**config.mk**
```make
export PLATFORM = sky130hd
export DESIGN_NAME = replay_record
export DESIGN_NICKNAME = d
export VERILOG_FILES = /design/src/verilog/replay_pkg.sv /design/src/verilog/replay_record.sv
export SDC_FILE = /design/constraint.sdc
export NUM_CORES = 1
export LEC_CHECK = 0
export BUFFER_PORTS_ARGS = -buffer_cell sky130_fd_sc_hd__buf_2
export CAP_MARGIN = 40
export CORE_AREA = 2 2 71 59
export DETAILED_ROUTE_END_ITERATION = 6
export DIE_AREA = 0 0 73 61
export PLACE_DENSITY = 0.76
export SLEW_MARGIN = 40
export SYNTH_ARGS = -nofsm -noshare
export SYNTH_HDL_FRONTEND = slang
export SYNTH_SLANG_ARGS = --single-unit
```
**constraint.sdc**
```tcl
create_clock -name mem_clk -period 2.2 [get_ports mem_clk]
set_clock_uncertainty 0.1 [all_clocks]
set_input_delay 0.44 -clock mem_clk [delete_from_list [all_inputs] [get_ports mem_clk]]
set_output_delay 0.44 -clock mem_clk [all_outputs]
set_load 0.1 [all_outputs]
```
**src/verilog/replay_pkg.sv**
```systemverilog
/*
 * Shared widths, register map, command codes and play states of the replay
 * block. The buffer holds DEPTH words. Counts are one bit wider than a
 * buffer address so that a completely full buffer can be expressed.
 */
package replay_pkg;

  // Data path and buffer geometry
  localparam int DATA_W     = 32;
  localparam int ADDR_W     = 10;
  localparam int DEPTH      = 1 << ADDR_W;
  localparam int COUNT_W    = ADDR_W + 1;

  // Register port geometry
  localparam int REG_ADDR_W = 4;
  localparam int REG_W      = 32;
  localparam int CMD_W      = 2;

  typedef logic [DATA_W-1:0]     data_t;
  typedef logic [ADDR_W-1:0]     addr_t;
  typedef logic [COUNT_W-1:0]    count_t;
  typedef logic [REG_ADDR_W-1:0] reg_addr_t;
  typedef logic [REG_W-1:0]      reg_data_t;

  //------------------------------------------------------------------------
  // Register map
  //------------------------------------------------------------------------
  localparam reg_addr_t REG_REC_SIZE     = 4'd0;
  localparam reg_addr_t REG_REC_FULLNESS = 4'd1;
  localparam reg_addr_t REG_REC_RESTART  = 4'd2;
  localparam reg_addr_t REG_PLAY_BASE    = 4'd3;
  localparam reg_addr_t REG_PLAY_WORDS   = 4'd4;
  localparam reg_addr_t REG_PLAY_CMD     = 4'd5;
  // Bit 0 reads back as playing
  localparam reg_addr_t REG_STATUS       = 4'd6;

  // Play commands, low bits of a PLAY_CMD write
  localparam logic [CMD_W-1:0] CMD_STOP = 2'd0;
  localparam logic [CMD_W-1:0] CMD_ONCE = 2'd1;
  localparam logic [CMD_W-1:0] CMD_CONT = 2'd2;

  typedef enum logic [1:0] {
    PLAY_IDLE,
    PLAY_ONCE,
    PLAY_CONT
  } play_state_t;

endpackage

```
**src/verilog/replay_record.sv**
```systemverilog
`timescale 1ns/1ps

/*
 * Record side. Accepts stream words while the fullness is below the record
 * size and writes each one at the fullness address in the same cycle.
 * Restart clears the fullness and wins over a transfer in the same cycle.
 */
module replay_record (
  input  logic               mem_clk,
  input  logic               i_rst_n,
  input  replay_pkg::data_t  i_in_tdata,
  input  logic               i_in_tvalid,
  input  replay_pkg::count_t i_rec_size,
  input  logic               i_rec_restart,
  output logic               o_in_tready,
  output replay_pkg::count_t o_rec_fullness,
  output logic               o_wr_en,
  output replay_pkg::addr_t  o_wr_addr,
  output replay_pkg::data_t  o_wr_data
);
  import replay_pkg::*;

  count_t fullness;
  logic   xfer;

  // Room left in the recording
  assign o_in_tready = (fullness < i_rec_size);
  assign xfer        = i_in_tvalid && o_in_tready;

  // One buffer write per accepted word
  assign o_wr_en   = xfer;
  assign o_wr_addr = fullness[ADDR_W-1:0];
  assign o_wr_data = i_in_tdata;

  always_ff @(posedge mem_clk or negedge i_rst_n) begin
    if (!i_rst_n) begin
      fullness <= '0;
    end else if (i_rec_restart) begin
      fullness <= '0;
    end else if (xfer) begin
      fullness <= fullness + 1'b1;
    end
  end

  assign o_rec_fullness = fullness;

endmodule

```
* Word level (Yosys, flattened, before mapping) *
Index checks and enable logic that the tools add are counted.

storage, ports and cells
  output and inout bits = 55
  word-level logic and storage cells = 7
  register bits after elaboration = 11

operators by class
  reductions and logical operators = 2
  add/subtract/negate cells = 1
  order comparisons = 1
  multiplexer cells = 2

operators with widths
  cell                                                             number
  11-bit 2-to-1 mux                                                2
  11-bit by 1-bit adder with 11-bit output, second input constant  1
  11-bit < comparator                                              1
  2-bit nonzero test                                               1
  1-bit logical AND                                                1

* Depth between registers and ports, before layout *
  depth after elaboration = 4
  gate-level depth with buffers = 8

* Worst setup path before layout *
No wires, ideal clock.

  kind = reg-to-output
  start point = register fullness[2] (netlist: o_rec_fullness[2])
  end point = output o_in_tready
  buffers on the path = 1
  path slack = -1.884 ns
  arrival time = 3.544 ns
  cell stages (with the launch flop) = 7
  cell sequence = dfrtp_1 > ha_1 > a21oi_1 > o21ai_0 > a41o_1 > buf_2 > a21oi_1

between the ends
  longest elaborated chain between the ends = 1

ends and longest elaborated chain
  element                   RTL line             RTL
  start: declaration        replay_record.sv:23  count_t fullness;
  start signal: assignment  replay_record.sv:41  fullness <= fullness + 1'b1;
  11-bit < comparator       replay_record.sv:27  assign o_in_tready = (fullness < i_rec_size);
  end: declaration          replay_record.sv:15  output logic o_in_tready,

Every way passes these cells.

* Final worst setup path *
  start point = register fullness[9] (netlist: o_rec_fullness[9])
  end point = output o_in_tready

The elaborated chain is that of the path after synthesis.

==> key figures <==
Run status
  • Status: finished, violations left
  • Failing checks: negative setup slack

Detailed routing
  • Final wirelength: between 3 and 4 mm
  • Iteration-0 DRC Markers: 53
  • Wirelength per Cell: about 14 um
  • DR pass1 iterations: 4
  • ANT nets after route: 0
  • Total vias in the final route: between 1000 and 1500
  • Vias per Instance: approximately 5
  • Residual DRC: 0

Clock network
  • H-tree depth: 1
  • CTS tree: done
  • Num CTS Buffers: 3
  • Sink Count: 11
  • Max Root-Sink Buffers: 2
  • CTS Root Cell: clkbuf_8
  • Worst skew pair latency: 0.24 ns
  • Clock-pin slew on the worst setup and hold paths: 0.06 ns

Min path
  • Min-Delay Path Class: in2async

Finish
  • Layout cells sized above 1: between 60% and 70%
  • Final Core Density: between 40 and 50%
  • Cell Count, Final, Fillers Out: about 210
  • Antenna Cells: 0
  • Layout Nets: 227
  • Max reg flops: 11
  • Design area: approximately 0.0017 mm2
  • Area Overhead vs Synth: 28.8%
  • Fill count: about 350

Setup path
  • Crit. End Element: output pin
  • RR Startpoint: o_rec_fullness[9]$_DFFE_PN0P_
  • Crit Path Class: reg2out
  • Data required, critical path: 1.66 ns
  • Critical Path Source: o_rec_fullness[9]$_DFFE_PN0P_
  • Arr. time, crit path: a little over 2 ns
  • Max FO, Critical Path: 3
  • CP Launch Type: register

Place
  • Placed instance area: 0.00161 mm2
  • GPL Wtd Cong: 0.799
  • Post-Place Cells: roughly 200
  • I/O Buffers: 37
  • Post-DP HPWL: 2.33 mm

Floorplanning
  • Die width: approximately 73 um
  • Die ar.: ~0.0045 mm2
  • Chip height: 61 um
  • Row count: 20
  • Io pins: 102
  • Initial Util: 36.1%
  • Core ar.: between 0.003 and 0.004 mm2

GRT
  • Initial antenna violation count: 0
  • GRT Overall Usage: around 15%
  • First-pass GRT wire length: about 5.0 mm
  • Largest net degree at the start of global routing: 23
  • Total gr overflow: 0
  • Number of global-route vias before repair: between 1000 and 1500

STA
  • Count of final setup violators: 11
  • Period utilization: 117%
  • Worst-margin pin slew: just under 0.5 ns
  • Final min period: around 2.6 ns
  • Fmax: just under 400 MHz
  • Slew HR: about two thirds
  • Final hold viol count: 0
  • Max Slew Vio Count: 0
  • Hold Slack: around 0.5 ns
  • Unrepaired setup endpoints after global routing: true
  • Fin worst setup slack: -0.377 ns

Synth
  • Synthesized flop and latch total: 11
  • Synth top area share: 23.4%
  • Register area share after synthesis: between 20% and 30%
  • Post-synth net total: between 200 and 250
  • Post-Syn Area per Cell: around 9 um2
  • Library cells used by synthesis: 28
  • Ys Warns: 0
  • Synthesized area: between 0.001 and 0.0015 mm2
  • Yosys top cell by area: buf_4
  • Synth area leaders: buf_4, dfrtp_1, ha_1, mux2_2, nor2b_1
  • Synth Instances: 150

Power
  • Sw power: just over 200 uW
  • P_int: between 300 and 400 uW
  • Sw frac: a little over a third
  • VDD IR-drop max: roughly 0.15 mV
  • Clock share of power: between 30 and 40%
  • Leak: 0.838 nW
  • Cell area power density: 343 mW/mm2
  • Flop pwr share: between 30% and 40%
  • Logic gate share of total power: ~29%

Run
  • Max Cap Viol: 0
cells in the mapped netlist:
library cell  count
nor2b_1          11
and2_1            1
dfrtp_1          11
a2111oi_4         2
inv_1            11
o2111ai_4         1
and3_1            2
nand3_1           5
o21ai_0           1
ha_1             11
nand2_4           1
a21oi_2           1
buf_2             1
buf_4            42
clkbuf_1          3
mux2_1            2
mux2i_1           1
mux2_2            8
a21o_1            2
and3_4            1
a21oi_1           4
a211oi_1          5
a221oi_4          1
a41o_1            1
nand2b_1          2
nor2_1           12
nand4_1           6
nand2_1           1
through the flow:
step                total power, mW  setup TNS, ns  worst slack [ns]
floorplan                     0.609          -3.41            -0.560
global placement              0.376          -2.47            -0.284
detailed placement            0.381          -2.98            -0.322
CTS                           0.602          -2.35            -0.403
global route                  0.620          -3.02            -0.441
finish                        0.595          -2.08            -0.377
power by group through the flow:
stage	sequential [mW]	combinational (mW)	clock, mW
global route	0.210	0.184	0.226
detailed placement	0.214	0.167	0
floorplan	0.244	0.366	0
finish	0.210	0.170	0.215
CTS	0.210	0.171	0.221
global placement	0.213	0.163	0
layout make-up:
cell class | count | area [um2] | share of cell area (%)
clock buffer | 4 | 45.0 | 2.60
inverter | 11 | 41.3 | 2.38
multi-input combinational | 82 | 868 | 50.1
sequential | 11 | 310 | 17.9
tap | 44 | 55.1 | 3.17
timing repair buffer | 60 | 414 | 23.9
layer usage:
metal / part of all wire [%] / track usage (%) / wire length (um) / vias to the layer above
met5: 0 / 0 / 0 / -
met4: 0.85 / 5.29 / 26 / 0
met3: 5.5 / 3.32 / 168 / 4
met2: 46 / 23.8 / 1400 / 39
met1: 48 / 20.1 / 1470 / 509
li1: - / - / - / 508
what timing repair did:
item,CTS,global route
buffers inserted,4,0
hold buffers,1,0
hold endpoints to repair,11,0
gates resized for setup,8,3
pin swaps,6,5
endpoints found under the setup margin,10,13
cell families after synthesis:
group	synth area share, %
buffers and inverters	27.7
AND/OR/NAND/NOR	17.4
AO/OA/AOI/OAI	15.1
multiplexers	9.11
adder cells (fa/ha/maj)	10.2
flip-flops	20.4
final timing paths:
kind / cells after the start / endpoint / slack (ns)
max: 7 / o_in_tready / -0.38
min: 2 / o_rec_fullness[0]$_DFFE_PN0P_ / 0.50
max reg2reg: 9 / o_rec_fullness[5]$_DFFE_PN0P_ / -0.28
min reg2reg: 3 / o_rec_fullness[1]$_DFFE_PN0P_ / 0.68
max in group asynchronous: 2 / o_rec_fullness[6]$_DFFE_PN0P_ / 1.26
min in group mem_clk: 4 / o_rec_fullness[2]$_DFFE_PN0P_ / 0.59
worst max-delay path, cell delays in order (launching register included):
cell	delay (ns)
dfrtp_4	0.49
ha_4	0.22
a21o_1	0.18
a221oi_4	0.33
buf_4	0.18
nand2_4	0.05
a21oi_4	0.15
buf_12	0.19
cell usage in the layout (no fill, tap or decap), types with 4 or more instances in the layout:
cell      instances
nor2_1           12
ha_1              4
dfrtp_4           9
a211oi_2          5
nand3_1           4
buf_4            19
mux2_4            7
buf_2            35
nor2b_1          11
ha_4              7
inv_1            11
nand4_1           6
No activity file was read; power rests on OpenSTA's default activity.
