`src/verilog/replay_pkg.sv`:
```
/*
 * Shared widths, register map, command codes and play states of the replay
 * block. The buffer holds DEPTH words. Counts are one bit wider than a
 * buffer address so that a completely full buffer can be expressed.
 */
package replay_pkg;

  // Data path and buffer geometry
  localparam int DATA_W     = 32;
  localparam int ADDR_W     = 10;
  localparam int DEPTH      = 1 << ADDR_W;
  localparam int COUNT_W    = ADDR_W + 1;

  // Register port geometry
  localparam int REG_ADDR_W = 4;
  localparam int REG_W      = 32;
  localparam int CMD_W      = 2;

  typedef logic [DATA_W-1:0]     data_t;
  typedef logic [ADDR_W-1:0]     addr_t;
  typedef logic [COUNT_W-1:0]    count_t;
  typedef logic [REG_ADDR_W-1:0] reg_addr_t;
  typedef logic [REG_W-1:0]      reg_data_t;

  //------------------------------------------------------------------------
  // Register map
  //------------------------------------------------------------------------
  localparam reg_addr_t REG_REC_SIZE     = 4'd0;
  localparam reg_addr_t REG_REC_FULLNESS = 4'd1;
  localparam reg_addr_t REG_REC_RESTART  = 4'd2;
  localparam reg_addr_t REG_PLAY_BASE    = 4'd3;
  localparam reg_addr_t REG_PLAY_WORDS   = 4'd4;
  localparam reg_addr_t REG_PLAY_CMD     = 4'd5;
  // Bit 0 reads back as playing
  localparam reg_addr_t REG_STATUS       = 4'd6;

  // Play commands, low bits of a PLAY_CMD write
  localparam logic [CMD_W-1:0] CMD_STOP = 2'd0;
  localparam logic [CMD_W-1:0] CMD_ONCE = 2'd1;
  localparam logic [CMD_W-1:0] CMD_CONT = 2'd2;

  typedef enum logic [1:0] {
    PLAY_IDLE,
    PLAY_ONCE,
    PLAY_CONT
  } play_state_t;

endpackage

```
`src/verilog/replay_regs.sv`:
```
`timescale 1ns/1ps

/*
 * Register port of the replay block. One request at a time; the ack and the
 * read data follow one cycle after the request. Unknown addresses read as
 * zero. REC_SIZE saturates at the buffer depth on write.
 */
module replay_regs (
  input  logic                         mem_clk,
  input  logic                         i_rst_n,
  input  logic                         i_ctrl_req_wr,
  input  logic                         i_ctrl_req_rd,
  input  replay_pkg::reg_addr_t        i_ctrl_req_addr,
  input  replay_pkg::reg_data_t        i_ctrl_req_data,
  input  replay_pkg::count_t           i_rec_fullness,
  input  logic                         i_playing,
  output logic                         o_ctrl_resp_ack,
  output replay_pkg::reg_data_t        o_ctrl_resp_data,
  output replay_pkg::count_t           o_rec_size,
  output logic                         o_rec_restart,
  output replay_pkg::addr_t            o_play_base,
  output replay_pkg::count_t           o_play_words,
  output logic                         o_play_cmd_valid,
  output logic [replay_pkg::CMD_W-1:0] o_play_cmd
);
  import replay_pkg::*;

  reg_data_t rd_mux;
  count_t    size_wr;
  logic      wr_hit_restart;
  logic      wr_hit_cmd;

  // Strobe registers
  assign wr_hit_restart = i_ctrl_req_wr && (i_ctrl_req_addr == REG_REC_RESTART);
  assign wr_hit_cmd     = i_ctrl_req_wr && (i_ctrl_req_addr == REG_PLAY_CMD);

  // Record size never exceeds the buffer
  assign size_wr = (i_ctrl_req_data > REG_W'(DEPTH)) ? COUNT_W'(DEPTH) :
                   i_ctrl_req_data[COUNT_W-1:0];

  //------------------------------------------------------------------------
  // Writable registers, strobes and ack
  //------------------------------------------------------------------------
  always_ff @(posedge mem_clk or negedge i_rst_n) begin
    if (!i_rst_n) begin
      o_rec_size       <= '0;
      o_play_base      <= '0;
      o_play_words     <= '0;
      o_rec_restart    <= 1'b0;
      o_play_cmd_valid <= 1'b0;
      o_ctrl_resp_ack  <= 1'b0;
    end else begin
      o_rec_restart    <= wr_hit_restart;
      o_play_cmd_valid <= wr_hit_cmd;
      o_ctrl_resp_ack  <= i_ctrl_req_wr | i_ctrl_req_rd;
      if (i_ctrl_req_wr) begin
        case (i_ctrl_req_addr)
          REG_REC_SIZE:   o_rec_size   <= size_wr;
          REG_PLAY_BASE:  o_play_base  <= i_ctrl_req_data[ADDR_W-1:0];
          REG_PLAY_WORDS: o_play_words <= i_ctrl_req_data[COUNT_W-1:0];
          default: ;
        endcase
      end
    end
  end

  // Readback selection, zero extended to the port width
  always_comb begin
    case (i_ctrl_req_addr)
      REG_REC_SIZE:     rd_mux = {{(REG_W-COUNT_W){1'b0}}, o_rec_size};
      REG_REC_FULLNESS: rd_mux = {{(REG_W-COUNT_W){1'b0}}, i_rec_fullness};
      REG_PLAY_BASE:    rd_mux = {{(REG_W-ADDR_W){1'b0}}, o_play_base};
      REG_PLAY_WORDS:   rd_mux = {{(REG_W-COUNT_W){1'b0}}, o_play_words};
      REG_STATUS:       rd_mux = {{(REG_W-1){1'b0}}, i_playing};
      default:          rd_mux = '0;
    endcase
  end

  // Command code and response payload
  always_ff @(posedge mem_clk) begin
    if (wr_hit_cmd) begin
      o_play_cmd <= i_ctrl_req_data[CMD_W-1:0];
    end
    o_ctrl_resp_data <= i_ctrl_req_rd ? rd_mux : '0;
  end

endmodule

```
`config.mk`:
```
export PLATFORM = sky130hd
export DESIGN_NAME = replay_regs
export DESIGN_NICKNAME = d
export VERILOG_FILES = /design/src/verilog/replay_pkg.sv /design/src/verilog/replay_regs.sv
export SDC_FILE = /design/constraint.sdc
export NUM_CORES = 1
export LEC_CHECK = 0
export BUFFER_PORTS_ARGS = -buffer_cell sky130_fd_sc_hd__buf_2
export CAP_MARGIN = 20
export CELL_PAD_IN_SITES_DETAIL_PLACEMENT = 1
export CELL_PAD_IN_SITES_GLOBAL_PLACEMENT = 2
export CORE_MARGIN = 4
export CORE_UTILIZATION = 27
export CTS_BUF_LIST = sky130_fd_sc_hd__clkbuf_8
export DETAILED_ROUTE_END_ITERATION = 7
export HOLD_SLACK_MARGIN = 0.12
export PLACE_DENSITY_LB_ADDON = 0.1
export SYNTH_ARGS = -nofsm -noshare
export SYNTH_HDL_FRONTEND = slang
export SYNTH_SLANG_ARGS = --single-unit
```
`constraint.sdc`:
```
create_clock -name mem_clk -period 1.33 [get_ports mem_clk]
set_clock_uncertainty 0.15 [all_clocks]
set_input_delay 0.0665 -clock mem_clk [delete_from_list [all_inputs] [get_ports mem_clk]]
set_output_delay 0.0665 -clock mem_clk [all_outputs]
set_load 0.005 [all_outputs]
```
* Word-level counts from Yosys, hierarchy flattened
Index checks and enable logic that the tools add are counted.
** Cells by class
- Shift operators :: 0
- Reductions and logical operators :: 6
- $mul :: 0
- Equal/unequal tests :: 6
- $add $sub $neg :: 0
- Div/mod/pow operators :: 0
- Bitwise logic cells :: 1
- $lt $le $gt $ge :: 1
- Mux-type cells :: 2
** Operators with widths (count)
- 11-bit one-hot mux with 5 select lines :: 1
- 32-bit by 11-bit greater-than comparator with 1-bit output, second input constant :: 1
- 4-bit by 3-bit == test with 1-bit output, second input constant :: 3
- 11-bit two-way mux :: 1
- 4-bit by 2-bit == test with 1-bit output, second input constant :: 2
- 2-bit AND reduction :: 3
- 4-bit by 1-bit == test with 1-bit output, second input constant :: 1
- 4-bit logical NOT :: 1
- 1-bit logical AND :: 2
- 1-bit bitwise OR :: 1
** Storage, ports and cells
- Memories kept :: 0
- ROM bits :: 0
- Register bits :: 69
- Bits of input ports :: 52
- Word-level logic and storage cells :: 24
- Latch bits :: 0
- Output and inout port bits :: 69
- Bits in writable memories :: 0

* Longest topological paths before layout
- Word-level depth :: 2
- Depth in mapped cells :: 5
- Depth with buffers taken out :: 3

* Least setup slack after synthesis
OpenSTA, ideal clock, no wires.
- Path type :: in2reg
- Start :: input port i_ctrl_req_addr[0]
- End :: register o_play_base[0]
- Data required time :: 1.055 ns
- Arrival time :: 1.101 ns
- Path buffers :: 2
- Setup time :: 0.125 ns
- Path slack :: -0.046 ns
- Stages :: 5
- Path through :: buf_2 and4bb_2 buf_2 nand2_2 mux2_2
** On the way
- Longest elaborated chain between the ends :: 2
** Ends and longest elaborated chain
- start: declaration :: RTL line replay_regs.sv:13 : input replay_pkg::reg_addr_t i_ctrl_req_addr,
- 4-bit by 2-bit == test with 1-bit output :: RTL line replay_regs.sv:57 : case (i_ctrl_req_addr)
- 2-bit AND reduction (no line)
- end signal: assignment :: RTL line replay_regs.sv:59 : REG_PLAY_BASE: o_play_base <= i_ctrl_req_data[ADDR_W-1:0];
- end: declaration :: RTL line replay_regs.sv:21 : output replay_pkg::addr_t o_play_base,
No other way between the ends.
A chain may end at the register's enable or synchronous reset.

* Final worst setup path
- Start :: input port i_ctrl_req_data[0]
- End :: register o_rec_size[9]
** On the way
- Longest elaborated chain between the ends :: 2
** Ends and longest elaborated chain
- start: declaration :: RTL line replay_regs.sv:14 : input replay_pkg::reg_data_t i_ctrl_req_data,
- 32-bit by 11-bit greater-than comparator with 1-bit output :: RTL line replay_regs.sv:38 : assign size_wr = (i_ctrl_req_data > REG_W'(DEPTH)) ? COUNT_W'(DEPTH) :
- 11-bit two-way mux :: RTL line replay_regs.sv:38
- end signal: assignment :: RTL line replay_regs.sv:58 : REG_REC_SIZE: o_rec_size <= size_wr;
- end: declaration :: RTL line replay_regs.sv:19 : output replay_pkg::count_t o_rec_size,
No other way between the ends.

==> run metrics <==
outcome complete, no violations; GR Util met2 0.263; initial antenna violation count 0; CP startpoint kind primary input; post-route cell area 0.00350 mm²; Post-Place Cells 412; Hold Vio Cnt, Final 0; GR Util met1 0.213; vias in the first global route 2,252; CP max FO 4; Comb power frac 0.214; clock sinks 48; DR iter-0 viols 75; routed len/inst 17.4 µm; simple-gate share of the synthesized area 0.111; arrival time worst endpoint 1300 ps; Die Area 0.00976 mm²; critical path depth in cells 6; crit-path cells buf_2 > nor4_4 > buf_4 > a41oi_1 > buf_4 > o41ai_2; TritonCTS Buffers 5; clock buffer depth 2; die height 98.8 µm; HPWL after DPL 5560 µm; H-tree depth 2; Core Region 0.00789 mm²; Worst Hold Class in2reg; WP buf/inv 3; ant diodes 0; number of max-cap violations 0; Reg power frac 0.513; Pwr Density 973 mW/mm²; GPL Wtd Cong 0.722; clk root buf clkbuf_8; CP required 1380 ps; Crit Path Class in2reg; Final setup viols 0; largest net degree at the start of global routing 36; placed inst area 0.00302 mm²; Net Sw Frac 0.278; share of synthesized cell area in full adder, half adder and majority cells 0; Tmin final 1250 ps; CP max stage delay 330 ps; NumNets Final 404; num ports 121; post-synthesis cell area 0.00223 mm²; via count 2,156; P_sw 947 µW; delay-heaviest family, CP buffers and inverters; kind of end point of the critical path flip-flop; busiest grt layer met2; area share of the largest cell type after synthesis 0.393; Synth area leaders dfrtp_1 (39%), mux2_2 (11%), dfxtp_1 (9.9%); synth warn 0; Skew-Pair Late Insertion Delay 300 ps; final hold slack 15.1 ps; most used cell, CP buf_4; grt ovf 0; Synth cell types 32; Reg2Reg Depth 2; gr usage total 0.160; achievable frequency 0.798 GHz; layout cells sized above 1 0.490; met3 GRT Util 0.0375; Buffers on Ports 99; first-pass GRT wire length 12,300 µm; Post-Layout Cell Count 455; Max VDD drop 0.411 mV; Hold Crit Depth 4; internal power 2460 µW; P_leak 0.00172 µW; Detail Route Antenna Nets 0; period utilisation layout 0.942; Clock Power Share 0.273; TritonCTS clock tree yes; routed wire length 7910 µm; sequential share of the synthesized area 0.519; Worst-path clk slew 90 ps; area leader, netlist dfrtp_1; compound-gate portion of the synthesized area 0.146; largest family of logic cells by synthesized area compound AO/OA/AOI/OAI gates; Hold-fix buffers, CTS 35; Area growth syn-to-layout 57.4%; Avg Inst Size Synth 11.4 µm²; Post-Syn Instances 195; synthesized flop and latch total 48; width of the die 98.8 µm; Final Max Slew Viols 0; first drt pass iteration count 5; multiplexer area fraction after synthesis 0.106; Initial Utilization 0.282; XOR/XNOR share of the synthesized area 0; Via density 4.74; DRC violation count after routing 0; CP max stage cell o41ai_2; # rows 32
==> Yosys cell counts (all sizes together) <==
| library cell | instances |
|---|---|
| nand4 | 1 |
| o41ai | 10 |
| buf | 26 |
| a21oi | 10 |
| a211o | 1 |
| a41oi | 1 |
| dfxtp | 11 |
| mux2 | 21 |
| conb | 1 |
| dfrtp | 35 |
| nor4b | 3 |
| or3b | 2 |
| o32a | 1 |
| edfxtp | 2 |
| a222oi | 11 |
| nand2 | 12 |
| nor2 | 3 |
| inv | 12 |
| nor4 | 7 |
| and4bb | 1 |
| nand4b | 1 |
| or2 | 2 |
| nand3b | 2 |
| nor3 | 2 |
| nand4bb | 1 |
| clkbuf | 6 |
| o21ai | 10 |
==> layout by cell type (no fill, tap or decap), drive strengths merged, types with 11 or more instances in the layout <==
master,n
buf,127
conb,21
inv,13
a222oi,11
dlygate4sd3,35
nand2,12
dfxtp,11
dfrtp,35
mux2,21
==> stage by stage <==
step | utilization | setup slack [ps] | power, µW | setup TNS (ps)
6_report | 0.444 | 77.4 | 3410 | 0
3_3_place_gp | 0.383 | -393 | 2420 | -6540
4_1_cts | 0.440 | 31.1 | 3430 | 0
2_1_floorplan | - | -15.7 | 2050 | -250
5_1_grt | 0.444 | -7.77 | 3580 | -7.77
3_5_place_dp | 0.383 | -363 | 2430 | -6660
==> tightest hold or removal path: stages <==
cell and delay (ps):
buf_2 70, nor2_1 50, nand4bb_4 110, o32a_1 140
==> flip-flops by register name, summed over array words and instances (netlist names) <==
| signal | cells |
|---|---|
| o_ctrl_resp_ack | 1 |
| o_ctrl_resp_data | 11 |
| o_play_base | 10 |
| o_play_cmd | 2 |
| o_play_cmd_valid | 1 |
| o_play_words | 11 |
| o_rec_restart | 1 |
| o_rec_size | 11 |
==> cell type report <==
class                   instances  area (µm²)
clock buffers                   6        82.6
clock inverters                 2        11.3
fillers                       915        4380
inverters                      12        45.0
multi-input cells             123         972
flip-flops and latches         48        1160
well taps                     102         128
repair buffers                162        1110
==> layer usage <==
layer  share of wire  routed length (µm)
met1            0.44                3510
met2            0.48                3830
met3           0.062                 494
met4          0.0099                  78
met5               0                   0
==> logic make-up (layout without fill, tap and decap cells) <==
logic type,count (synthesis),count (layout)
and+or+nand+nor,37,37
other,1,21
DFF,48,48
muxes,21,21
AOI/OAI and AO/OA,44,44
buffers and inverters,44,182
==> repair_timing <==
action                                  CTS  global route
endpoints found under the hold margin    83            10
endpoints found under the setup margin    7             8
buffers inserted                          0             0
gates resized for setup                   1             5
cloned                                    0             0
pin swaps                                 0             1
==> power by group through the flow <==
stage               Sequential (µW)  Clock, µW  Combinational [µW]
finish                         1750        931                 730
global route                   1770       1010                 801
CTS                            1750        953                 731
detailed placement             1780          0                 649
global placement               1770          0                 642
floorplan                      1770          0                 275
==> path summary, 6_finish.rpt <==
kind	from	to	slack, ps
max	i_ctrl_req_data[0]	o_rec_size[9]	80
min	i_ctrl_req_data[21]	o_rec_size[10]	20
max in group asynchronous	i_rst_n	o_play_base[9]	160
min in group asynchronous	i_rst_n	o_ctrl_resp_ack	670
min reg2reg	o_play_words[5]	o_play_words[5]	390
max reg2reg	o_rec_size[4]	o_ctrl_resp_data[4]	200
No activity file was read; power rests on OpenSTA's default activity.
