## src/verilog/replay_pkg.sv

```systemverilog
/*
 * Shared widths, register map, command codes and play states of the replay
 * block. The buffer holds DEPTH words. Counts are one bit wider than a
 * buffer address so that a completely full buffer can be expressed.
 */
package replay_pkg;

  // Data path and buffer geometry
  localparam int DATA_W     = 32;
  localparam int ADDR_W     = 10;
  localparam int DEPTH      = 1 << ADDR_W;
  localparam int COUNT_W    = ADDR_W + 1;

  // Register port geometry
  localparam int REG_ADDR_W = 4;
  localparam int REG_W      = 32;
  localparam int CMD_W      = 2;

  typedef logic [DATA_W-1:0]     data_t;
  typedef logic [ADDR_W-1:0]     addr_t;
  typedef logic [COUNT_W-1:0]    count_t;
  typedef logic [REG_ADDR_W-1:0] reg_addr_t;
  typedef logic [REG_W-1:0]      reg_data_t;

  //------------------------------------------------------------------------
  // Register map
  //------------------------------------------------------------------------
  localparam reg_addr_t REG_REC_SIZE     = 4'd0;
  localparam reg_addr_t REG_REC_FULLNESS = 4'd1;
  localparam reg_addr_t REG_REC_RESTART  = 4'd2;
  localparam reg_addr_t REG_PLAY_BASE    = 4'd3;
  localparam reg_addr_t REG_PLAY_WORDS   = 4'd4;
  localparam reg_addr_t REG_PLAY_CMD     = 4'd5;
  // Bit 0 reads back as playing
  localparam reg_addr_t REG_STATUS       = 4'd6;

  // Play commands, low bits of a PLAY_CMD write
  localparam logic [CMD_W-1:0] CMD_STOP = 2'd0;
  localparam logic [CMD_W-1:0] CMD_ONCE = 2'd1;
  localparam logic [CMD_W-1:0] CMD_CONT = 2'd2;

  typedef enum logic [1:0] {
    PLAY_IDLE,
    PLAY_ONCE,
    PLAY_CONT
  } play_state_t;

endpackage

```

## src/verilog/replay_play.sv

```systemverilog
`timescale 1ns/1ps

/*
 * Play side. Base and word count are captured when a play command starts.
 * Reads are issued only while the output buffer has room for them, so the
 * two-entry buffer never overflows and holds its head under back-pressure.
 * Stop ends reading; words already fetched are still delivered.
 */
module replay_play (
  input  logic                         mem_clk,
  input  logic                         i_rst_n,
  input  replay_pkg::addr_t            i_play_base,
  input  replay_pkg::count_t           i_play_words,
  input  logic                         i_play_cmd_valid,
  input  logic [replay_pkg::CMD_W-1:0] i_play_cmd,
  input  replay_pkg::data_t            i_rd_data,
  input  logic                         i_out_tready,
  output logic                         o_playing,
  output logic                         o_rd_en,
  output replay_pkg::addr_t            o_rd_addr,
  output replay_pkg::data_t            o_out_tdata,
  output logic                         o_out_tlast,
  output logic                         o_out_tvalid
);
  import replay_pkg::*;

  play_state_t state;
  count_t      offset;
  addr_t       base_q;
  count_t      words_q;
  logic        start;
  logic        pass_end;

  // Read in flight and its last-of-pass flag
  logic        rd_pend;
  logic        rd_last;

  data_t       buf_data [2];
  logic        buf_last [2];
  logic        buf_wptr;
  logic        buf_rptr;
  logic [1:0]  buf_cnt;
  logic [2:0]  fill;
  logic        pop;

  assign o_playing = (state != PLAY_IDLE);

  // Start only from idle, with a nonzero word count
  assign start = i_play_cmd_valid && (state == PLAY_IDLE) && (i_play_words != '0) &&
                 ((i_play_cmd == CMD_ONCE) || (i_play_cmd == CMD_CONT));
  assign pass_end = (offset == words_q - 1'b1);

  //------------------------------------------------------------------------
  // Read issue under the occupancy rule
  //------------------------------------------------------------------------
  assign pop  = o_out_tvalid && i_out_tready;
  assign fill = {1'b0, buf_cnt} + {2'b00, rd_pend};
  // A word leaving this cycle frees one slot
  assign o_rd_en   = o_playing && ((fill < 3'd2) || ((fill == 3'd2) && pop));
  // Wraps modulo the buffer depth
  assign o_rd_addr = base_q + offset[ADDR_W-1:0];

  always_ff @(posedge mem_clk or negedge i_rst_n) begin
    if (!i_rst_n) begin
      state  <= PLAY_IDLE;
      offset <= '0;
    end else begin
      case (state)
        PLAY_IDLE: begin
          offset <= '0;
          if (start) begin
            state <= (i_play_cmd == CMD_ONCE) ? PLAY_ONCE : PLAY_CONT;
          end
        end
        default: begin
          if (i_play_cmd_valid && (i_play_cmd == CMD_STOP)) begin
            state <= PLAY_IDLE;
          end else if (o_rd_en) begin
            if (pass_end) begin
              // Continuous mode wraps to the start of the region
              offset <= '0;
              if (state == PLAY_ONCE) begin
                state <= PLAY_IDLE;
              end
            end else begin
              offset <= offset + 1'b1;
            end
          end
        end
      endcase
    end
  end

  // Region captured at start
  always_ff @(posedge mem_clk) begin
    if (start) begin
      base_q  <= i_play_base;
      words_q <= i_play_words;
    end
  end

  //------------------------------------------------------------------------
  // Two-entry output buffer
  //------------------------------------------------------------------------
  always_ff @(posedge mem_clk or negedge i_rst_n) begin
    if (!i_rst_n) begin
      rd_pend  <= 1'b0;
      buf_wptr <= 1'b0;
      buf_rptr <= 1'b0;
      buf_cnt  <= '0;
    end else begin
      rd_pend <= o_rd_en;
      if (rd_pend) begin
        buf_wptr <= ~buf_wptr;
      end
      if (pop) begin
        buf_rptr <= ~buf_rptr;
      end
      buf_cnt <= buf_cnt + {1'b0, rd_pend} - {1'b0, pop};
    end
  end

  always_ff @(posedge mem_clk) begin
    if (o_rd_en) begin
      rd_last <= pass_end;
    end
    // Memory data lands one cycle after the read
    if (rd_pend) begin
      buf_data[buf_wptr] <= i_rd_data;
      buf_last[buf_wptr] <= rd_last;
    end
  end

  assign o_out_tvalid = (buf_cnt != 2'd0);
  assign o_out_tdata  = buf_data[buf_rptr];
  assign o_out_tlast  = buf_last[buf_rptr];

endmodule

```

## config.mk

```make
export PLATFORM = sky130hd
export DESIGN_NAME = replay_play
export DESIGN_NICKNAME = d
export VERILOG_FILES = /design/src/verilog/replay_pkg.sv /design/src/verilog/replay_play.sv
export SDC_FILE = /design/constraint.sdc
export NUM_CORES = 1
export LEC_CHECK = 0
export BUFFER_PORTS_ARGS = -buffer_cell sky130_fd_sc_hd__buf_2
export CORE_ASPECT_RATIO = 2
export CORE_MARGIN = 4
export CORE_UTILIZATION = 50
export DETAILED_ROUTE_END_ITERATION = 7
export PLACE_DENSITY = 0.78
export REMOVE_ABC_BUFFERS = 1
export SYNTH_ARGS = -nofsm -noshare
export SYNTH_HDL_FRONTEND = slang
export SYNTH_SLANG_ARGS = --single-unit
```

## constraint.sdc

```tcl
create_clock -name mem_clk -period 3.65 [get_ports mem_clk]
set_clock_uncertainty 0.05 [all_clocks]
set_input_delay 1.095 -clock mem_clk [delete_from_list [all_inputs] [get_ports mem_clk]]
set_output_delay 1.095 -clock mem_clk [all_outputs]
set_load 0.05 [all_outputs]
```

[Word-level counts from Yosys, hierarchy flattened]
Memories as Yosys holds them, arrays and structs flattened.
Cells that the tools add are included.
Cells by class
  $add $sub $neg: 6
  magnitude comparators: 1
  eq/ne operators: 7
  multiplexer cells: 13
  bitwise operators: 2
  reduce and logical (&&, ||, !) cells: 20
Operator list (number)
  2-to-1 mux 11 bit: 4
  2-to-1 mux 2 bit: 7
  adder 11 x 1 -> 11 bit (second input constant): 1
  equality test 11 bit: 1
  nonzero test 11 bit: 1
  subtractor 11 x 1 -> 11 bit (second input constant): 1
  adder 10 bit: 1
  nonzero test 3 bit: 3
  logical AND 1 bit: 7
  nonzero test 2 bit: 3
  equality test 2 x 1 -> 1 bit (second input constant): 2
  zero test 2 bit: 2
  != test 2 bit (second input constant): 2
  AND reduction 4 bit: 1
  adder 2 x 1 -> 3 bit: 1
  equality test 3 x 2 -> 1 bit (second input constant): 1
  less-than comparator 3 x 2 -> 1 bit (second input constant): 1
  adder 2 x 1 -> 2 bit: 1
  equality test 2 bit (second input constant): 1
  logical OR 1 bit: 2
  2-to-1 mux 1 bit: 2
  NOT 1 bit: 2
  AND reduction 2 bit: 1
  subtractor 2 x 1 -> 2 bit: 1
Storage, ports and cells
  flip-flop bits (word level): 40
  bits in writable memories: 66
  input bits: 59
  output and inout port bits: 46
  memories kept: 2
Memories
  buf_data: words 2, width 32, read ports 1, clocked after Yosys merged registers in 0, write ports 1, RTL line replay_play.sv:38  | data_t buf_data [2];
  buf_last: words 2, width 1, read ports 1, clocked after Yosys merged registers in 0, write ports 1, RTL line replay_play.sv:39  | logic buf_last [2];

[Depth between registers and ports, before layout]
  depth in word-level cells: 8
  gate-level depth with buffers: 10
  gate-level depth less buffers: 10

[Worst setup path before layout]
No wires, ideal clock.
  path kind: flip-flop to output port
  start: register offset[1]
  end: output o_rd_addr[7]
  arrival time: 2601 ps
  data required time: 2505 ps
  slack: -96 ps
  cell stages (with the launch flop): 8
  cells stage by stage: dfrtp_1 ha_1 a21o_1 a21oi_1 o21bai_1 a2111oi_0 nor2_1 xnor2_1
On the way
  word-level cells in the longest chain between the ends: 1
RTL lines
  from (decl): RTL line replay_play.sv:28  | count_t offset;
  from (signal assigned): RTL line replay_play.sv:86  | offset <= offset + 1'b1;
  adder 10 bit: RTL line replay_play.sv:61  | assign o_rd_addr = base_q + offset[ADDR_W-1:0];
  to (decl): RTL line replay_play.sv:20  | output replay_pkg::addr_t o_rd_addr,
No other way between the ends.

[Worst setup path in the final report]
  start: register base_q[1]
  end: output o_rd_addr[9]
On the way
  word-level cells in the longest chain between the ends: 1
RTL lines
  from (decl): RTL line replay_play.sv:29  | addr_t base_q;
  from (signal assigned): RTL line replay_play.sv:97  | base_q <= i_play_base;
  adder 10 bit: RTL line replay_play.sv:61
No other way between the ends.

==> metrics.txt <==
# TYPE chip_impl_metric gauge
chip_impl_info{name="critPathSlowestCell",value="edfxtp_1"} 1
chip_impl_info{name="hp-class",value="reg -> reg"} 1
chip_impl_metric{name="preCtsSetupSlack",unit="ns"} -0.02073
chip_impl_metric{name="buffer_ports.inserted",unit=""} 104
chip_impl_metric{name="number_of_endpoints_failing_setup_at_the_final_stage",unit=""} 1
chip_impl_metric{name="rows",unit=""} 50
chip_impl_metric{name="route.final.wire_length",unit="mm"} 9.693
chip_impl_metric{name="area_of_the_mapped_netlist",unit="um^2"} 4841
chip_impl_metric{name="avgSynthCellArea",unit="um^2"} 14.32
chip_impl_metric{name="max_freq",unit="MHz"} 273.6
chip_impl_metric{name="finalHoldViolations",unit=""} 0
chip_impl_metric{name="finalCoreUtilization",unit="%"} 62.96
chip_impl_metric{name="ff_latch_area",unit="um^2"} 3093
chip_impl_metric{name="antennaDiodeCount",unit=""} 0
chip_impl_metric{name="worst_path_largest_cell_delay",unit="ns"} 0.40
chip_impl_metric{name="rr_worst_depth",unit=""} 10
chip_impl_metric{name="layout.nets",unit=""} 535
chip_impl_metric{name="final_hold_slack",unit="ns"} 0.4110
chip_impl_metric{name="holdPathStages",unit=""} 0
chip_impl_info{name="critical_path_cell_list",value="ha_1, a21o_1, a21oi_2, o21bai_2, a2111oi_4, buf_4, o31ai_4, a21oi_2, xnor2_1, buf_4"} 1
chip_impl_metric{name="worst-endpoint-required",unit="ns"} 2.50
chip_impl_metric{name="die-width",unit="um"} 77.58
chip_impl_metric{name="start_util",unit="%"} 51.59
chip_impl_info{name="failing_checks",value="setup timing"} 1
chip_impl_metric{name="multi_input_area",unit="um^2"} 1695
chip_impl_metric{name="die_y",unit="um"} 147.2
chip_impl_metric{name="max-vdd-ir-drop",unit="mV"} 0.4661
chip_impl_metric{name="tritoncts.num_buffers",unit=""} 9
chip_impl_metric{name="clock_sink_count",unit=""} 106
chip_impl_metric{name="clock_latency",unit="ns"} 0.34
chip_impl_metric{name="area_growth",unit="%"} 22.05
chip_impl_info{name="start_kind",value="register"} 1
chip_impl_metric{name="met1Wirelength",unit="mm"} 3.394
chip_impl_metric{name="final_layout_size_suffix_gt1_share",unit="%"} 39.83
chip_impl_metric{name="first_global_vias",unit=""} 3364
chip_impl_metric{name="num-fill-cells",unit=""} 727
chip_impl_metric{name="synthesis.instances",unit=""} 338
chip_impl_metric{name="maxSlewHeadroom",unit="%"} 38.69
chip_impl_metric{name="drt_first_pass_iters",unit=""} 4
chip_impl_metric{name="grt_pass1_wl",unit="mm"} 15.68
chip_impl_info{name="setup.worst_path.class",value="reg -> out"} 1
chip_impl_metric{name="synth-warning-count",unit=""} 0
chip_impl_info{name="most_used_dff_post_synth",value="edfxtp_1"} 1
chip_impl_metric{name="route.detailed.drc",unit=""} 0
chip_impl_metric{name="clock_tree.htree_level_count",unit=""} 3
chip_impl_metric{name="ys_ff_latch",unit=""} 106
chip_impl_metric{name="fin_ws",unit="ns"} -0.004968
chip_impl_metric{name="maximum_clock_insertion_buffer_count",unit=""} 2
chip_impl_metric{name="fraction_of_registers_with_async_set_reset",unit="%"} 16.98
chip_impl_metric{name="period_share",unit="%"} 100.1
chip_impl_metric{name="drt_iter0_markers",unit=""} 108
chip_impl_metric{name="antenna_found_initial",unit=""} 0
chip_impl_metric{name="grtUsageTotal",unit="%"} 17.70
chip_impl_metric{name="worst-path-max-fanout",unit=""} 2
chip_impl_metric{name="fin_crit",unit="ns"} 3.655
chip_impl_info{name="rsz0062_at_grt",value="true"} 1
chip_impl_metric{name="detail_route.vias_per_cell",unit=""} 5.475
chip_impl_metric{name="detailed_place_hpwl",unit="mm"} 7.350
chip_impl_metric{name="setup_tns_final",unit="ns"} -0.004968
chip_impl_metric{name="arrival",unit="ns"} 2.51
chip_impl_metric{name="yosysSeqAreaShare",unit="%"} 63.89
chip_impl_metric{name="synth_enable_flop_cells",unit=""} 88
chip_impl_info{name="run_status",value="finished with violations"} 1
chip_impl_metric{name="clk_transition_reported_paths",unit="ns"} 0.07
chip_impl_metric{name="antenna_violating_nets_post_route",unit=""} 0
chip_impl_info{name="tritoncts_clock_tree",value="done"} 1
chip_impl_metric{name="finalWeightedCongestion",unit=""} 0.9537
chip_impl_metric{name="core_area",unit="um^2"} 9384
chip_impl_metric{name="timing_max_transition_violations_final",unit=""} 0
chip_impl_metric{name="met2_length",unit="mm"} 5.695
chip_impl_metric{name="route.detailed.wl_per_inst",unit="um"} 17.13
chip_impl_metric{name="dieArea",unit="um^2"} 11420
chip_impl_metric{name="cap_violations",unit=""} 0
chip_impl_metric{name="grt_overflow_total",unit=""} 0
chip_impl_metric{name="tightestPinTransition",unit="ns"} 0.9177
chip_impl_metric{name="met3WireLength",unit="um"} 413
chip_impl_metric{name="power.density_cell_area",unit="nW/um^2"} 782.4
chip_impl_info{name="root_buf_cell",value="clkbuf_16"} 1
chip_impl_metric{name="cts_hold_buffers",unit=""} 0
chip_impl_metric{name="cellLeakagePower",unit="uW"} 0.002444
chip_impl_metric{name="post-route-cell-area",unit="um^2"} 5908
chip_impl_metric{name="dpl-instance-area",unit="um^2"} 5517
chip_impl_metric{name="route.vias.total",unit=""} 3099
chip_impl_metric{name="number_of_different_library_cells_in_the_post_synthesis_netlist",unit=""} 44
chip_impl_metric{name="pin_count",unit=""} 105
chip_impl_metric{name="pin_count_of_the_biggest_net_entering_global_routing",unit=""} 34
chip_impl_info{name="timing.critical_path.to_type",value="primary output"} 1
chip_impl_info{name="highest_layer",value="met4"} 1
logic make-up after synthesis:
kind of cell,Yosys count,share of synthesized area [%]
DFF,106,63.89
and+or+nand+nor,76,8.788
AOI/OAI and AO/OA,47,6.798
muxes,35,8.090
buffers and inverters,28,2.481
xor gates and xnor gates,27,4.885
adders and majority gates,19,5.066
cells in the mapped netlist, types with 4 or more instances:
master	n	area (um^2)
a21o_1	4	30.03
a21oi_1	9	45.04
a22o_1	8	70.07
and3_1	6	37.54
clkbuf_1	6	22.52
dfrtp_1	18	450.4
edfxtp_1	88	2643
ha_1	18	225.2
inv_1	19	71.32
mux2_2	33	371.6
nand2_1	7	26.28
nand2b_1	5	31.28
nand3_1	5	25.02
nor2_1	17	63.81
nor2b_1	9	56.30
nor3_1	4	20.02
nor4_1	7	43.79
o21ai_0	4	20.02
o21ai_1	9	45.04
xnor2_1	19	166.4
xor2_1	8	70.07
routing by layer:
| metal | global-route usage (%) | up-vias |
|---|---|---|
| met5 | 0 | - |
| met4 | 8.645 | 0 |
| met3 | 3.620 | 16 |
| met2 | 34.14 | 93 |
| met1 | 17.33 | 1493 |
| li1 | - | 1497 |
critical path, delay by kind of cell (launching register included):
family	cells	cell delay [ns]
fa+ha+maj	1	0.31
buf+inv	2	0.40
flops	1	0.40
xor+xnor	1	0.13
compound gates	6	0.95
registers in the layout, summed over array words and instances, names as in the netlist:
name,flops
state,2
words_q,11
offset,11
base_q,10
buf_wptr,1
rd_last,1
buf_last,2
buf_data,64
rd_pend,1
buf_rptr,1
buf_cnt,2
layout make-up:
class	count	area share [%]
inverters	19	1.207
clock buffers	9	3.812
multi-input cells	204	28.70
clock inverters	7	1.144
flip-flops and latches	106	52.35
repair buffers	117	10.59
well taps	104	2.202
timing repair:
item                                    4_1_cts  5_1_grt
endpoints found under the setup margin        3        4
pin swaps                                    10        3
buffers inserted                              4        1
resized for setup                            11        5
layout by cell type, fill, tap and decap left out, types with 3 or more instances in the layout:
cell	synthesis	routed
or2_2	3	3
a21oi_2	0	3
xor2_1	8	8
nand2b_1	5	5
a21o_1	4	4
mux2_2	33	33
ha_1	18	18
and3_1	6	6
nand2_1	7	7
dfrtp_1	18	18
nand4_1	3	3
nor4_1	7	7
a22o_1	8	8
and2_1	3	3
edfxtp_1	88	88
buf_4	0	16
inv_6	0	3
o21ai_0	4	3
clkbuf_16	0	9
nor3_1	4	4
nor2b_1	9	8
o21ai_1	9	9
inv_1	19	19
buf_2	0	101
nor2_1	17	17
a21oi_1	9	6
xnor2_1	19	19
nand3_1	5	5
path summary, 6_finish.rpt:
check                      startpoint  slack [ns]            to
max                         base_q[1]      -0.005  o_rd_addr[9]
min in group asynchronous     i_rst_n        0.64    buf_cnt[1]
max in group asynchronous     i_rst_n        2.59     offset[6]
min reg2reg                   rd_last        0.41   buf_last[0]
min                           rd_last        0.41   buf_last[0]
max reg2reg                words_q[0]        0.73    offset[10]
stage by stage:
step / power, uW / instances
final: 4622 / 566
after global routing: 4856 / 566
after CTS: 4657 / 565
after detailed placement: 3700 / 545
after global placement: 3651 / 545
after floorplan: 3218 / 329
where the power goes:
group	total, uW	switching, uW	internal [uW]
Sequential	1690	97.8	1600
Combinational	1990	1400	596
Clock	937	456	481
Total	4620	1950	2670
(Power assumes the default switching activity.)
